===== config.mk =====
export PLATFORM = sky130hd
export DESIGN_NAME = requestCollector
export DESIGN_NICKNAME = d
export VERILOG_FILES = /design/src/verilog/collectorPkg.sv /design/src/verilog/roundRobinGrant.sv /design/src/verilog/entryFifo.sv /design/src/verilog/requestCollector.sv
export VERILOG_INCLUDE_DIRS = /design/src /design/src/verilog
export SDC_FILE = /design/constraint.sdc
export NUM_CORES = 1
export LEC_CHECK = 0
export BUFFER_PORTS_ARGS = -buffer_cell sky130_fd_sc_hd__buf_2
export CELL_PAD_IN_SITES_DETAIL_PLACEMENT = 0
export CELL_PAD_IN_SITES_GLOBAL_PLACEMENT = 1
export CORE_MARGIN = 2
export CORE_UTILIZATION = 25
export DETAILED_ROUTE_END_ITERATION = 10
export GPL_TIMING_DRIVEN = 0
export HOLD_SLACK_MARGIN = 0.05
export PLACE_DENSITY = 0.45
export SYNTH_ARGS = -nofsm -noshare
export SYNTH_HDL_FRONTEND = slang
export SYNTH_SLANG_ARGS = --single-unit

===== constraint.sdc =====
create_clock -name Clock -period 4.75 [get_ports Clock]
set_input_delay 0.7125 -clock Clock [delete_from_list [all_inputs] [get_ports Clock]]
set_output_delay 0.7125 -clock Clock [all_outputs]
set_load 0.05 [all_outputs]

===== src/verilog/collector_defines.svh =====
`ifndef COLLECTOR_DEFINES_SVH
`define COLLECTOR_DEFINES_SVH

// ------------------------------
// request side
// ------------------------------

// requester ports feeding the arbiter
`define NUM_REQUESTERS 5

// data word carried by each requester
`define PAYLOAD_WIDTH 16

// ------------------------------
// queue
// ------------------------------

// entries held between arbiter and consumer
// must stay a power of two so the pointers wrap on their own
`define FIFO_DEPTH 8

`endif


===== src/verilog/collectorPkg.sv =====
`include "collector_defines.svh"

package collectorPkg;

	// enough bits to name any requester
	localparam int IndexWidth = (`NUM_REQUESTERS > 1) ? $clog2(`NUM_REQUESTERS) : 1;

	// ------------------------------
	// request side types
	// ------------------------------

	typedef logic [IndexWidth-1:0] requesterIndex;      // rotation value, winner, tag
	typedef logic [`PAYLOAD_WIDTH-1:0] payloadWord;     // one requester's data
	typedef logic [`NUM_REQUESTERS-1:0] requestVector;  // one flag per requester

	// all requester words side by side, slot k is requester k
	typedef payloadWord [`NUM_REQUESTERS-1:0] payloadArray;

	// ------------------------------
	// queued word
	// ------------------------------

	// winner tag on top, payload below
	typedef struct packed
	{
		requesterIndex source;  // who sent it
		payloadWord    data;    // what was sent
	} fifoEntry;

endpackage


===== src/verilog/roundRobinGrant.sv =====
`include "collector_defines.svh"

module roundRobinGrant
(
	input  logic                      Clock,
	input  logic                      Reset,
	input  collectorPkg::requestVector request,
	input  collectorPkg::payloadArray  payload,
	input  logic                      full,         // queue cannot take a word
	output collectorPkg::requestVector grant,        // one-hot or zero
	output logic                      writeEnable,
	output collectorPkg::fifoEntry     writeEntry
);
	import collectorPkg::*;

	localparam int NumReq = `NUM_REQUESTERS;

	requesterIndex rotation;      // search start, free running
	requestVector  priorityMask;  // ones at and above rotation
	requestVector  upperRequest;  // requests inside the mask
	requestVector  upperFirst;    // lowest masked request
	requestVector  lowerFirst;    // lowest request overall
	requestVector  winnerOneHot;  // before the full gate
	logic [NumReq:0] upperClear;  // no masked request below this slot
	logic [NumReq:0] lowerClear;  // no request at all below this slot
	logic          anyRequest;
	requesterIndex winnerIndex;
	payloadWord    winnerPayload;

	// ------------------------------
	// rotation register
	// ------------------------------

	// steps every cycle, requests or not
	always_ff @(posedge Clock or posedge Reset)
	begin
		if (Reset)
			rotation <= '0;
		else if (rotation == requesterIndex'(NumReq - 1))
			rotation <= '0;                   // wrap back to requester 0
		else
			rotation <= rotation + 1'b1;
	end

	// ------------------------------
	// priority search
	// ------------------------------

	// two ripple chains side by side
	// upper one only sees requesters at or past rotation
	// lower one sees everyone and covers the wrap
	assign upperClear[0] = 1'b1;
	assign lowerClear[0] = 1'b1;

	for (genvar j = 0; j < NumReq; j++)
	begin : searchStage
		assign priorityMask[j] = (rotation <= requesterIndex'(j));
		assign upperRequest[j] = request[j] & priorityMask[j];

		assign upperFirst[j]   = upperRequest[j] & upperClear[j];
		assign upperClear[j+1] = upperClear[j] & ~upperRequest[j];

		assign lowerFirst[j]   = request[j] & lowerClear[j];
		assign lowerClear[j+1] = lowerClear[j] & ~request[j];
	end

	// nothing at or past rotation, so wrap to the lowest request
	assign winnerOneHot = upperClear[NumReq] ? lowerFirst : upperFirst;
	assign anyRequest   = ~lowerClear[NumReq];

	// full queue holds every requester off
	assign grant       = winnerOneHot & {NumReq{~full}};
	assign writeEnable = anyRequest & ~full;

	// ------------------------------
	// winner encode and payload mux
	// ------------------------------

	always_comb
	begin
		winnerIndex   = '0;
		winnerPayload = '0;
		for (int k = 0; k < NumReq; k++)
		begin
			if (winnerOneHot[k])
			begin
				winnerIndex   = requesterIndex'(k);
				winnerPayload = payload[k];   // at most one hit
			end
		end
	end

	// tag the word with its source
	assign writeEntry = '{source: winnerIndex, data: winnerPayload};

endmodule


===== src/verilog/entryFifo.sv =====
`include "collector_defines.svh"

module entryFifo
#(
	parameter int Depth = `FIFO_DEPTH   // power of two
)
(
	input  logic                  Clock,
	input  logic                  Reset,
	input  logic                  writeEnable,
	input  collectorPkg::fifoEntry writeEntry,
	input  logic                  readEnable,
	output collectorPkg::fifoEntry readEntry,    // head, falls through
	output logic                  full,
	output logic                  empty
);
	import collectorPkg::*;

	localparam int AddrWidth = (Depth > 1) ? $clog2(Depth) : 1;

	fifoEntry storage [Depth];

	// top bit of each pointer is the lap marker
	logic [AddrWidth:0]   writePtr;
	logic [AddrWidth:0]   readPtr;
	logic [AddrWidth-1:0] writeAddr;
	logic [AddrWidth-1:0] readAddr;
	logic                 writeWrap;
	logic                 readWrap;
	logic                 writeAccept;
	logic                 readAccept;

	// ------------------------------
	// pointer fields
	// ------------------------------

	assign writeAddr = writePtr[AddrWidth-1:0];
	assign readAddr  = readPtr[AddrWidth-1:0];
	assign writeWrap = writePtr[AddrWidth];
	assign readWrap  = readPtr[AddrWidth];

	// same slot, same lap means nothing stored
	// same slot, other lap means the writer caught up
	assign empty = (writeAddr == readAddr) & (writeWrap == readWrap);
	assign full  = (writeAddr == readAddr) & (writeWrap != readWrap);

	assign writeAccept = writeEnable & ~full;
	assign readAccept  = readEnable & ~empty;   // read on empty is dropped

	// ------------------------------
	// pointers
	// ------------------------------

	always_ff @(posedge Clock or posedge Reset)
	begin
		if (Reset)
			writePtr <= '0;
		else if (writeAccept)
			writePtr <= writePtr + 1'b1;    // carry flips the lap bit
	end

	always_ff @(posedge Clock or posedge Reset)
	begin
		if (Reset)
			readPtr <= '0;
		else if (readAccept)
			readPtr <= readPtr + 1'b1;
	end

	// ------------------------------
	// storage
	// ------------------------------

	always_ff @(posedge Clock)
	begin
		if (writeAccept)
			storage[writeAddr] <= writeEntry;
	end

	// head word straight from the array
	// a write shows up here one edge later
	assign readEntry = storage[readAddr];

endmodule


===== src/verilog/requestCollector.sv =====
`include "collector_defines.svh"

module requestCollector
(
	input  logic                      Clock,
	input  logic                      Reset,

	// requester side
	input  collectorPkg::requestVector request,
	input  collectorPkg::payloadArray  payload,
	output collectorPkg::requestVector grant,

	// consumer side
	output logic                      outValid,
	input  logic                      outReady,
	output collectorPkg::fifoEntry     outEntry
);
	import collectorPkg::*;

	logic     writeEnable;   // arbiter has a winner this cycle
	fifoEntry writeEntry;    // tagged winner word
	logic     fifoFull;      // back to the arbiter
	logic     fifoEmpty;

	// ------------------------------
	// arbiter
	// ------------------------------

	roundRobinGrant grantInst
	(
		.Clock       (Clock),
		.Reset       (Reset),
		.request     (request),
		.payload     (payload),
		.full        (fifoFull),
		.grant       (grant),
		.writeEnable (writeEnable),
		.writeEntry  (writeEntry)
	);

	// ------------------------------
	// queue
	// ------------------------------

	entryFifo
	#(
		.Depth (`FIFO_DEPTH)
	)
	fifoInst
	(
		.Clock       (Clock),
		.Reset       (Reset),
		.writeEnable (writeEnable),
		.writeEntry  (writeEntry),
		.readEnable  (outReady),     // pop when the consumer takes it
		.readEntry   (outEntry),
		.full        (fifoFull),
		.empty       (fifoEmpty)
	);

	assign outValid = ~fifoEmpty;   // head is valid whenever something is queued

endmodule


* Word level (Yosys, flattened, before mapping)
Memories as Yosys holds them, arrays and structs flattened. Index checks and enable logic that the tools add are counted.
Operators by class: multiplexer cells 13, bitwise gates (word level) 40, equal/unequal tests 4, magnitude comparators 5, add/subtract/negate cells 3
Operators with widths (count):
- 2-to-1 mux 16 bit | 5
- AND 1 bit | 26
- inverter 1 bit | 13
- 2-to-1 mux 3 bit | 4
- adder 4 x 1 -> 4 bit (second input constant) | 2
- less-or-equal comparator 3 x 1 -> 1 bit (second input constant) | 2
- less-or-equal comparator 3 x 2 -> 1 bit (second input constant) | 2
- AND 5 bit | 1
- 2-to-1 mux 5 bit | 1
- adder 3 x 1 -> 3 bit (second input constant) | 1
- == test 3 bit | 1
- == test 3 bit (second input constant) | 1
- less-or-equal comparator 3 bit (second input constant) | 1
- 2-to-1 mux 1 bit | 3
- == test 1 bit | 1
- inequality test 1 bit | 1
Storage, ports and cells: flip-flop bits (word level) 11, RAM bits 152, output and inout port bits 25, memories 1
Memory list:
- fifoInst.storage | words 8, bits a word 19, rd ports 1, clocked after memory_dff 0, write ports 1, RTL line entryFifo.sv:21 | fifoEntry storage [Depth];

* Longest topological paths before layout
Gate-level depths: netlist (run 1).
depth after elaboration 13, gate-level depth with buffers 9, depth with buffers taken out 8

* Hierarchy
Synthesis (run 1) repeated with hierarchy kept, for this count alone.
Second synthesis, totals: cell total of the unflattened synthesis 403, area total of the unflattened synthesis 7398.3 um^2
By module, submodules not included:
- entryFifo | instances 1, cells an instance 280, area each 6536.3 um^2, sequential area each 4764.6 um^2
- roundRobinGrant | instances 1, cells an instance 122, area each 858.3 um^2, sequential area each 75.1 um^2
- requestCollector | instances 1, cells an instance 1, area each 3.8 um^2, sequential area each 0.0 um^2

* Worst setup path before layout (run 1)
OpenSTA, ideal clock, no wires.
kind register to output, start point reg grantInst.rotation[0], end point out grant[4], data required time 4038 ps, arrival time 2778 ps, path buffers 1, slack 1260 ps, stages on the path, launching flop included 8, cell sequence dfrtp_1 ha_1 ha_1 o21a_1 or3b_4 nor4_4 buf_6 nor2b_1
Between the ends: longest elaborated chain between the ends 9, elaborated cells on any way between the ends 22, those cells by class 5 x order compare; 1 x mux; 16 x bitwise
RTL lines:
- start, declared | RTL line roundRobinGrant.sv:18 | requesterIndex rotation;
- start signal, assigned | RTL line roundRobinGrant.sv:42 | rotation <= rotation + 1'b1;
- less-or-equal comparator 3 x 1 -> 1 bit | RTL line roundRobinGrant.sv:57 | assign priorityMask[j] = (rotation <= requesterIndex'(j));
- AND 1 bit | RTL line roundRobinGrant.sv:58 | assign upperRequest[j] = request[j] & priorityMask[j];
- inverter 1 bit | RTL line roundRobinGrant.sv:61 | assign upperClear[j+1] = upperClear[j] & ~upperRequest[j];
- AND 1 bit (3 in a row) | RTL line roundRobinGrant.sv:61
- AND 1 bit (on tied branches) | RTL line roundRobinGrant.sv:60, roundRobinGrant.sv:61
- 2-to-1 mux 5 bit (*) | RTL line roundRobinGrant.sv:68 | assign winnerOneHot = upperClear[NumReq] ? lowerFirst : upperFirst;
- AND 5 bit (*) | RTL line roundRobinGrant.sv:72 | assign grant = winnerOneHot & {NumReq{~full}};
- end, declared | RTL line requestCollector.sv:11 | output collectorPkg::requestVector grant,
Every way passes the cells marked *; elsewhere a longest branch is shown, timed or not.

* Final worst setup path (run 1)
Ends and elaborated chain as after synthesis.

==> results of run 1 <==
==> synth_stat cells, drive strengths merged, types with 7 or more instances <==
master    n
a21oi     7
a22oi    32
buf       9
clkbuf   10
dfrtp    11
edfxtp  152
inv      21
mux2     21
mux4     38
nand2     9
nor2      7
o211ai   18
==> logic make-up (layout without fill, tap and decap cells) <==
logic type,after synthesis,in the layout,synth area share [%]
multiplexers,59,59,15.6
flip-flops,163,163,69.2
XOR/XNOR,10,10,1.25
adder cells (fa/ha/maj),6,6,1.07
AND/OR/NAND/NOR,45,45,3.78
AO/OA/AOI/OAI,63,63,6.62
buffers and inverters,40,196,2.40
==> power breakdown <==
group	leakage, nW	switching, mW	internal [mW]
clock	0.307	0.571	0.890
sequential	1.54	0.0935	2.05
combinational	1.31	1.60	0.880
total	3.15	2.27	3.82
==> sequential cells by signal, indices dropped and copies added (netlist names) <==
signal	cells
fifoInst.storage	152
grantInst.rotation	3
fifoInst.writePtr	4
fifoInst.readPtr	4
==> area by class of cell <==
| cell class | instances | area share [%] |
|---|---|---|
| flip-flops and latches | 163 | 54.7 |
| well taps | 378 | 5.35 |
| clock inverters | 13 | 2.21 |
| inverters | 21 | 0.891 |
| repair buffers | 124 | 8.03 |
| clock buffers | 19 | 4.89 |
| multi-input cells | 183 | 22.9 |
| plain buffers | 19 | 1.00 |
==> worst reg2reg max path, cell delays in order, from the launching register on <==
cell and delay [ns]:
dfrtp_1 0.47, inv_1 0.08, ha_1 0.24, nand2b_1 0.18, nand2_1 0.15, a31oi_1 0.11
nor2_1 0.12, nand3b_1 0.43, clkbuf_1 0.47, o211ai_1 0.73
==> metal layers <==
| layer | GRT usage [%] | vias up |
|---|---|---|
| met5 | 0 | - |
| met3 | 2.88 | 15 |
| li1 | - | 1863 |
| met4 | 3.43 | 0 |
| met1 | 17.0 | 2153 |
| met2 | 21.9 | 69 |
==> path summary, 6_finish.rpt <==
| path | start | end | slack [ns] | depth (start not counted) |
|---|---|---|---|---|
| setup reg to reg | grantInst.rotation[0] | fifoInst.storage[2][12] | 1.46 | 9 |
| min in group Clock | fifoInst.writePtr[3] | fifoInst.writePtr[3] | 0.49 | 1 |
| max in group asynchronous | Reset | fifoInst.readPtr[1] | 4.12 | 2 |
| hold reg to reg | fifoInst.writePtr[3] | fifoInst.writePtr[3] | 0.49 | 1 |
| hold / removal | Reset | grantInst.rotation[2] | 0.30 | 2 |
| setup / recovery | grantInst.rotation[0] | grant[4] | 0.71 | 8 |
==> metrics by stage <==
step	power [mW]	util, %	TNS, ns
after floorplan	3.90	-	0
after global placement	4.59	29.0	-49.78
after detailed placement	4.73	29.7	0
after CTS	6.21	32.0	0
after global routing	6.39	32.0	0
final	6.09	32.0	0
==> flow_metrics.env, run 1 <==
export IMPL_syn_avg_cell_area_um2=18.1
export IMPL_die_w_um=171
export IMPL_ys_flop_type="edfxtp_1"
export IMPL_multi_input_area_mm2=0.00203
export IMPL_syn_num_nets=480
export IMPL_dp_slack_ns=1.03
export IMPL_ys_warn_count=0
export IMPL_synthCells=386
export IMPL_fin_cells=920
export IMPL_crit_fanout=17
export IMPL_cts_max_level=4
export IMPL_syn_area_mm2=0.00699
export IMPL_finalNetCount=623
export IMPL_final_cell_mix="152 x edfxtp_1, 120 x buf_2, 38 x mux4_2"
export IMPL_portBuffers=112
export IMPL_die_height_um=171
export IMPL_grt_ovfl_total=0
export IMPL_crit_buf_inv=2
export IMPL_grt_max_degree=21
export IMPL_yosys_register_bits=163
export IMPL_tightest_slew_ns=0.923
export IMPL_grt_usage_pct=13.0
export IMPL_worstPathArrival_ns=3.33
export IMPL_wire_per_inst_um=20.0
export IMPL_pwr_density_cell_mw_per_mm2=689
export IMPL_rsz0062_at_grt="no"
export IMPL_drv_slew=0
export IMPL_synth_area_leader_cell="edfxtp_1"
export IMPL_critPathCaptureType="output pin"
export IMPL_crit_path_frequent_cell="ha_1"
export IMPL_fin_ws_ns=0.712
export IMPL_regArea_mm2=0.00484
export IMPL_drive_gt1_share_pct=43.4
export IMPL_fin_crit_ns=4.04
export IMPL_hold_slack_ns=0.297
export IMPL_critPathMaxStageDelay_ns=0.63
export IMPL_cts_hold_buf=0
export IMPL_core_area_mm2=0.0276
export IMPL_viasPerCell=4.46
export IMPL_cts_tree="yes"
export IMPL_post_route_cell_area_mm2=0.00885
export IMPL_cts_resized=0
export IMPL_final_fill_count=2754
export IMPL_post_cts_setup_buffers=0
export IMPL_run_status="complete, no violations"
export IMPL_skew_ns=0.00911
export IMPL_drt_met1_wl_um=8270
export IMPL_hold_violations=0
export IMPL_hp_class="in -> async"
export IMPL_cap_viol_max_count=0
export IMPL_critical_path_cell_chain="ha_1 > ha_1 > o21a_1 > or3b_4 > nor4_4 > buf_6 > nor2b_1 > buf_2"
export IMPL_clk_path_buf_depth=2
export IMPL_cts_sinks=163
export IMPL_ioPinCount=113
export IMPL_critical_path_slowest_cell="nor4_4"
export IMPL_detail_route_antenna_nets=0
export IMPL_layout_commonest_cell="edfxtp_1"
export IMPL_cp_top_family="simple AND/OR/NAND/NOR gates"
export IMPL_p_leak_nw=3.15
export IMPL_cts_buffers=17
export IMPL_max_freq_mhz=248
export IMPL_max_slew_margin_pct=37.9
export IMPL_drc=0
export IMPL_synth_edf_count=152
export IMPL_netlist_top_cells_area="edfxtp_1 65%, mux4_2 12%, dfrtp_1 3.9%"
export IMPL_worstSetupPathType="reg -> out"
export IMPL_dp_hpwl_um=12800
export IMPL_gp_congestion=0.732
export IMPL_irDropWorstVdd_mv=0.267
export IMPL_vias=4100
export IMPL_highest_layer="met4"
export IMPL_setup_violations=0
export IMPL_clock_latency_ns=0.43
export IMPL_fin_crit_sh_pct=85.0
export IMPL_cp_start_kind="flop"
export IMPL_diodes=0
export IMPL_dr_wl_met2_um=9430
export IMPL_cts_root_buffer="clkbuf_16"
export IMPL_firstDrtPassIters=4
export IMPL_placed_cell_area_mm2=0.00822
export IMPL_synth_top_area_share_pct=65.3
export IMPL_die_area_mm2=0.0293
export IMPL_wl_um=18400
export IMPL_synth_cell_types=34
export IMPL_grt_pass1_wl_um=26800
export IMPL_antenna_found_initial=1
export IMPL_dpl_cell_count=888
export IMPL_start_util_pct=25.3
export IMPL_critPathRequiredTime_ns=4.04
export IMPL_area_growth_synth_to_final_pct=26.6
export IMPL_ys_seq_area_share_pct=69.2
export IMPL_fp_row_count=61
export IMPL_met3_length_um=471
export IMPL_grt_pass1_vias=4318
export IMPL_async_reset_ff_share_pct=6.75
export IMPL_drtIter0Drc=335
export IMPL_clk_pin_slew_worst_paths_ns=0.06
Note: power is estimated with default switching activity, not from simulation.
==> run 2, diff against run 1 <==
- SYNTH_HIERARCHICAL: unset -> 1
==> run 2 against run 1 <==
First-iteration DRC count is 19% lower; die area up 5.7%; critical path depth up 1; worst setup slack gained 0.18 ns; hold slack lost 0.14 ns; fmax increased by 4.7%; via count grew 4.2%; final area increased by 3.8%; sequential power up 2%; cell count rose by 2.4%; power grew 3.8%; global-route usage fell by 0.54 points; critical path type unchanged.
==> flow_metrics.env, run 2 <==
export IMPL_cts_root_buffer="clkbuf_16"
export IMPL_async_reset_ff_share_pct=6.75
export IMPL_core_area_mm2=0.0289
export IMPL_cts_buffers=17
export IMPL_synth_area_mux_share_pct=16.3
export IMPL_largestRegisters="fifoInst/storage x152, fifoInst/readPtr x4, fifoInst/writePtr x4"
export IMPL_synth_compound_area_share_pct=5.78
export IMPL_synth_top_area_share_pct=61.7
export IMPL_critical_path_slowest_cell="a21boi_2"
export IMPL_rsz0062_at_grt="no"
export IMPL_post_cts_setup_buffers=0
export IMPL_synthTopCellsByCount="152 x edfxtp_1, 29 x mux4_1, 23 x nand2_1"
export IMPL_finalPower_mw=6.32
export IMPL_p_leak_nw=3.34
export IMPL_cts_max_level=4
export IMPL_largest_reg_flops=152
export IMPL_synthCells=403
export IMPL_clk_pin_slew_worst_paths_ns=0.07
export IMPL_critPathMaxStageDelay_ns=0.60
export IMPL_synth_edf_count=152
export IMPL_synthMostInstantiatedCell="edfxtp_1"
export IMPL_dp_hpwl_um=12900
export IMPL_grt_ovfl_total=0
export IMPL_fin_crit_ns=3.86
export IMPL_combinationalPowerShare_pct=44.4
export IMPL_cap_viol_max_count=0
export IMPL_drive_gt1_share_pct=40.3
export IMPL_diodes=0
export IMPL_grt_pass1_wl_um=27700
export IMPL_netlist_top_cells_area="edfxtp_1 62%, mux4_1 10%, dfrtp_1 3.7%"
export IMPL_die_height_um=176
export IMPL_critPathRequiredTime_ns=4.04
export IMPL_syn_area_mm2=0.00740
export IMPL_worstSetupPathType="reg -> out"
export IMPL_gp_congestion=0.720
export IMPL_cts_resized=0
export IMPL_largest_register="fifoInst/storage"
export IMPL_p_sw_mw=2.51
export IMPL_cts_sinks=163
export IMPL_detail_route_antenna_nets=0
export IMPL_syn_avg_cell_area_um2=18.4
export IMPL_layout_commonest_cell="edfxtp_1"
export IMPL_post_route_cell_area_mm2=0.00919
export IMPL_skew_ns=0.00972
export IMPL_worstPathArrival_ns=3.14
export IMPL_grt_pass1_vias=4425
export IMPL_cts_hold_buf=0
export IMPL_grt_max_degree=20
export IMPL_crit_fanout=10
export IMPL_firstDrtPassIters=5
export IMPL_critPathCaptureType="output pin"
export IMPL_grt_usage_pct=12.5
export IMPL_r2r_end="fifoInst/storage[0][17]"
export IMPL_ioPinCount=113
export IMPL_drv_slew=0
export IMPL_drc=0
export IMPL_synth_area_leader_cell="edfxtp_1"
export IMPL_vias=4274
export IMPL_ys_flop_type="edfxtp_1"
export IMPL_fp_row_count=62
export IMPL_wl_um=19000
export IMPL_portBuffers=112
export IMPL_drtIter0Drc=273
export IMPL_placed_cell_area_mm2=0.00861
export IMPL_synth_cell_types=54
export IMPL_fin_crit_sh_pct=81.2
export IMPL_die_area_mm2=0.0310
export IMPL_reg2reg_from="fifoInst/writePtr[0]"
export IMPL_antenna_found_initial=1
export IMPL_setup_tns_final_ns=0
export IMPL_pwr_share_clk_pct=21.0
export IMPL_die_w_um=176
export IMPL_ff2ff_setup_slack_ns=1.21
export IMPL_ff2ff_path_depth=10
export IMPL_final_util_pct=31.7
export IMPL_crit_path_frequent_cell="buf_2"
export IMPL_irDropWorstVdd_mv=0.278
export IMPL_syn_num_nets=497
export IMPL_finalNetCount=639
export IMPL_critical_path_cell_chain="inv_1 > ha_1 > nand2_1 > a21o_1 > o21a_1 > a21boi_2 > buf_2 > nor2b_1 > buf_2"
export IMPL_max_freq_mhz=259
export IMPL_start_util_pct=25.6
export IMPL_yosys_area_share_simple_pct=6.76
export IMPL_max_slew_margin_pct=39.8
export IMPL_synth_top_family_by_area="multiplexers"
export IMPL_power_internal_mw=3.82
export IMPL_viasPerCell=4.54
export IMPL_wire_per_inst_um=20.2
export IMPL_synthAdderAreaFrac_pct=1.01
export IMPL_switching_share_pct=39.6
export IMPL_p_seq_share_pct=34.6
export IMPL_hp_class="in -> async"
export IMPL_hold_slack_ns=0.152
export IMPL_cts_tree="yes"
export IMPL_pwr_density_cell_mw_per_mm2=688
export IMPL_ys_warn_count=6
export IMPL_synth_xor_area_share_pct=1.67
export IMPL_hold_violations=0
export IMPL_area_growth_synth_to_final_pct=24.2
export IMPL_yosys_register_bits=163
export IMPL_setup_violations=0
export IMPL_ys_seq_area_share_pct=65.4
export IMPL_cp_start_kind="flop"
export IMPL_tightest_slew_ns=0.893
export IMPL_run_status="complete, no violations"
export IMPL_final_cell_mix="152 x edfxtp_1, 119 x buf_2, 29 x mux4_1"
export IMPL_clock_latency_ns=0.42
export IMPL_clk_path_buf_depth=2
## run 2: changes by cell type after synthesis, moves of 15 or more
| cell | previous run | this run |
|---|---|---|
| nand3_1 | 1 | 16 |
| o211ai_1 | 17 | 0 |
| a22oi_1 | 32 | 1 |
| nand2b_1 | 4 | 19 |
| mux4_1 | 0 | 29 |
| a222oi_1 | 0 | 16 |
| mux4_2 | 38 | 9 |
## run 2: final cells by class
type / count / area, um2
inverter: 9 / 33.8
buffer: 22 / 189
timing repair buffer: 123 / 673
clock inverter: 15 / 149
tap: 384 / 480
multi-input combinational: 209 / 2400
clock buffer: 17 / 425
fill: 2824 / 19700
sequential: 163 / 4840
## run 2: cell families (layout without fill, tap and decap cells)
family	Yosys count	count (layout)
flops	163	163
simple gates	93	93
mux	59	59
compound gates	42	42
buf+inv	31	186
xor+xnor	9	9
fa+ha+maj	6	6
## run 2: stage by stage
stage / cells / setup slack, ns
after floorplan: 403 / 0.818
after global placement: 899 / -1.98
after detailed placement: 910 / 1.12
after CTS: 942 / 0.836
after global routing: 942 / 0.747
final: 942 / 0.893
## run 2: critical path, delay by kind of cell, from the launching register on
kind | cells | cell delay, ns
AOI/OAI and AO/OA | 3 | 0.93
adders and majority gates | 1 | 0.23
buffers and inverters | 3 | 0.82
DFF | 1 | 0.48
and+or+nand+nor | 2 | 0.26
## run 2: how the worst max path moves through the flow
stage,start,to,slack (ns),cells past startpoint
CTS,grantInst/rotation[1],grant[3],0.84,9
detailed placement,fifoInst/writePtr[0],fifoInst/storage[0][5],1.12,10
floorplan,fifoInst/writePtr[0],fifoInst/storage[4][0],0.82,6
global route,grantInst/rotation[1],grant[3],0.75,9
global placement,fifoInst/writePtr[0],fifoInst/storage[4][5],-1.98,6
finish,grantInst/rotation[1],grant[3],0.89,9
## run 2: routing by layer
metal | up-vias | share of wire [%] | routed length, um | GRT usage [%]
li1 | 1975 | - | - | -
met1 | 2181 | 43 | 8210 | 15.7
met2 | 99 | 52 | 9950 | 21.9
met3 | 17 | 3.4 | 645 | 2.35
met4 | 2 | 0.98 | 186 | 3.62
met5 | - | 0.037 | 7 | 0
## run 2: power groups by stage
stage | Combinational [mW] | Clock, mW | Sequential, mW
3_3_place_gp | 2.73 | 0 | 2.23
4_1_cts | 2.90 | 1.36 | 2.19
6_report | 2.81 | 1.33 | 2.19
2_1_floorplan | 2.00 | 0 | 2.19
5_1_grt | 3.01 | 1.42 | 2.22
3_5_place_dp | 2.89 | 0 | 2.22
==> run 3, diff against run 2 <==
- clock period: 4.75 -> 3.55 ns (I/O delays scaled with it)
==> run 3 against run 2 <==
Hold slack better by 0.27 ns; largest cell class unchanged; highest routed layer is now met4; wire length up 1.5%; critical endpoint is now fifoInst/storage[5][13]; critical path depth down 1; clock power up 33%.
==> flow_metrics.env, run 3 (synthesized netlist as in run 2, its figures left out) <==
export IMPL_gp_congestion=0.671
export IMPL_viasPerCell=4.57
export IMPL_cts_sinks=163
export IMPL_run_status="complete, no violations"
export IMPL_hold_slack_ns=0.422
export IMPL_antenna_found_initial=0
export IMPL_hp_class="in -> reg"
export IMPL_cts_root_buffer="clkbuf_16"
export IMPL_finalNetCount=639
export IMPL_core_area_mm2=0.0289
export IMPL_crit_fanout=9
export IMPL_hold_violations=0
export IMPL_dp_hpwl_um=13100
export IMPL_die_height_um=176
export IMPL_final_fill_count=2818
export IMPL_tightest_slew_ns=1.03
export IMPL_grt_usage_pct=12.8
export IMPL_cts_max_level=4
export IMPL_dpl_cell_count=907
export IMPL_critPathCaptureType="flop"
export IMPL_met3_length_um=616
export IMPL_p_leak_nw=3.36
export IMPL_max_slew_margin_pct=30.3
export IMPL_fin_cells=942
export IMPL_die_area_mm2=0.0310
export IMPL_start_util_pct=25.6
export IMPL_clk_path_buf_depth=2
export IMPL_grt_pass1_wl_um=28700
export IMPL_final_cell_mix="152 x edfxtp_1, 118 x buf_2, 29 x mux4_1"
export IMPL_grt_ovfl_total=0
export IMPL_worstPathArrival_ns=3.43
export IMPL_critPathRequiredTime_ns=3.68
export IMPL_fin_crit_sh_pct=92.9
export IMPL_power_internal_mw=5.13
export IMPL_detail_route_antenna_nets=0
export IMPL_fp_row_count=62
export IMPL_worstSetupPathType="reg -> reg"
export IMPL_cp_start_kind="flop"
export IMPL_layout_commonest_cell="edfxtp_1"
export IMPL_largest_register="fifoInst/storage"
export IMPL_cap_viol_max_count=0
export IMPL_pwr_share_clk_pct=20.8
export IMPL_rsz0062_at_grt="no"
export IMPL_dr_wl_met2_um=9880
export IMPL_p_sw_mw=3.37
export IMPL_setup_violations=0
export IMPL_drc=0
export IMPL_grt_pass1_vias=4628
export IMPL_area_growth_synth_to_final_pct=25.0
export IMPL_diodes=0
export IMPL_irDropWorstVdd_mv=0.393
export IMPL_grt_max_degree=20
export IMPL_wire_per_inst_um=20.5
export IMPL_vias=4301
export IMPL_skew_ns=0.00940
export IMPL_final_util_pct=32.0
export IMPL_drt_met1_wl_um=8610
export IMPL_firstDrtPassIters=6
export IMPL_ioPinCount=113
export IMPL_switching_share_pct=39.7
export IMPL_largestRegisters="fifoInst/storage x152, fifoInst/readPtr x4, fifoInst/writePtr x4"
export IMPL_p_seq_share_pct=34.4
export IMPL_pwr_density_cell_mw_per_mm2=920
export IMPL_cts_tree="yes"
export IMPL_drv_slew=0
export IMPL_wl_um=19300
export IMPL_portBuffers=112
export IMPL_clk_pin_slew_worst_paths_ns=0.07
export IMPL_max_freq_mhz=303
export IMPL_cts_buffers=17
export IMPL_highest_layer="met4"
export IMPL_die_w_um=176
export IMPL_largest_reg_flops=152
export IMPL_drtIter0Drc=258
export IMPL_drive_gt1_share_pct=40.3
export IMPL_combinationalPowerShare_pct=44.8
export IMPL_fin_crit_ns=3.30
export IMPL_clock_latency_ns=0.43
run 3: cell types whose count changed in the layout (fill, tap and decap cells not counted), sizes merged:
cell / before / now
buf: 140 / 139
dlygate4sd3: 0 / 1
inv: 15 / 17
clkinv: 5 / 3
run 3: worst paths after layout:
path	slack, ns	end	startpoint	depth (start not counted)
setup / recovery	0.25	fifoInst/storage[5][13]	fifoInst/writePtr[0]	8
hold / removal	0.42	fifoInst/readPtr[0]	outReady	3
setup reg to reg	0.25	fifoInst/storage[5][13]	fifoInst/writePtr[0]	8
hold reg to reg	0.55	grantInst/rotation[0]	grantInst/rotation[0]	1
max in group asynchronous	2.67	fifoInst/writePtr[1]	Reset	3
min in group asynchronous	0.52	grantInst/rotation[2]	Reset	3
run 3: area by class of cell:
| type | instances | area, um2 | area share (%) |
|---|---|---|---|
| sequential | 163 | 4840 | 52.4 |
| multi-input combinational | 209 | 2420 | 26.2 |
| timing repair buffer | 123 | 707 | 7.65 |
| tap | 384 | 480 | 5.20 |
| clock buffer | 17 | 425 | 4.60 |
| buffer | 22 | 193 | 2.08 |
| clock inverter | 15 | 148 | 1.60 |
| inverter | 9 | 33.8 | 0.365 |
run 3: what timing repair did:
action	4_1_cts	5_1_grt
hold endpoints to repair	3	0
endpoints found under the setup margin	2	2
hold buffers	1	0
setup buffers	0	2
pin swaps	0	0
resized for setup	2	4
run 3: worst max-delay path: stages (launching register included):
cell and delay [ns]:
dfrtp_1 0.39, buf_4 0.19, xor2_2 0.57, nor4_4 0.12, a21oi_1 0.47, nand2_1 0.26
nor3_2 0.59, buf_6 0.25, buf_8 0.16
run 3: per-layer routing:
metal / track usage, % / up-vias
li1: - / 1971
met3: 2.35 / 13
met5: 0 / -
met1: 16.5 / 2232
met4: 3.82 / 0
met2: 22.1 / 85
run 3: power by group through the flow:
stage,Sequential (mW),Combinational (mW),Clock [mW]
after CTS,2.94,3.92,1.82
after global routing,2.98,4.08,1.89
after detailed placement,2.98,3.91,0
after global placement,2.98,3.66,0
final,2.93,3.81,1.77
after floorplan,2.93,2.69,0
run 3: per-stage QoR:
stage / cell area (um2) / TNS [ns] / power [mW] / setup WS, ns
after floorplan: 7410 / 0 / 5.62 / 0.0769
after global placement: 8450 / -199.29 / 6.64 / -2.11
after detailed placement: 8640 / 0 / 6.89 / 0.187
after CTS: 9230 / 0 / 8.68 / 0.0403
after global routing: 9250 / 0 / 8.95 / 0.0399
final: 9250 / 0 / 8.51 / 0.250
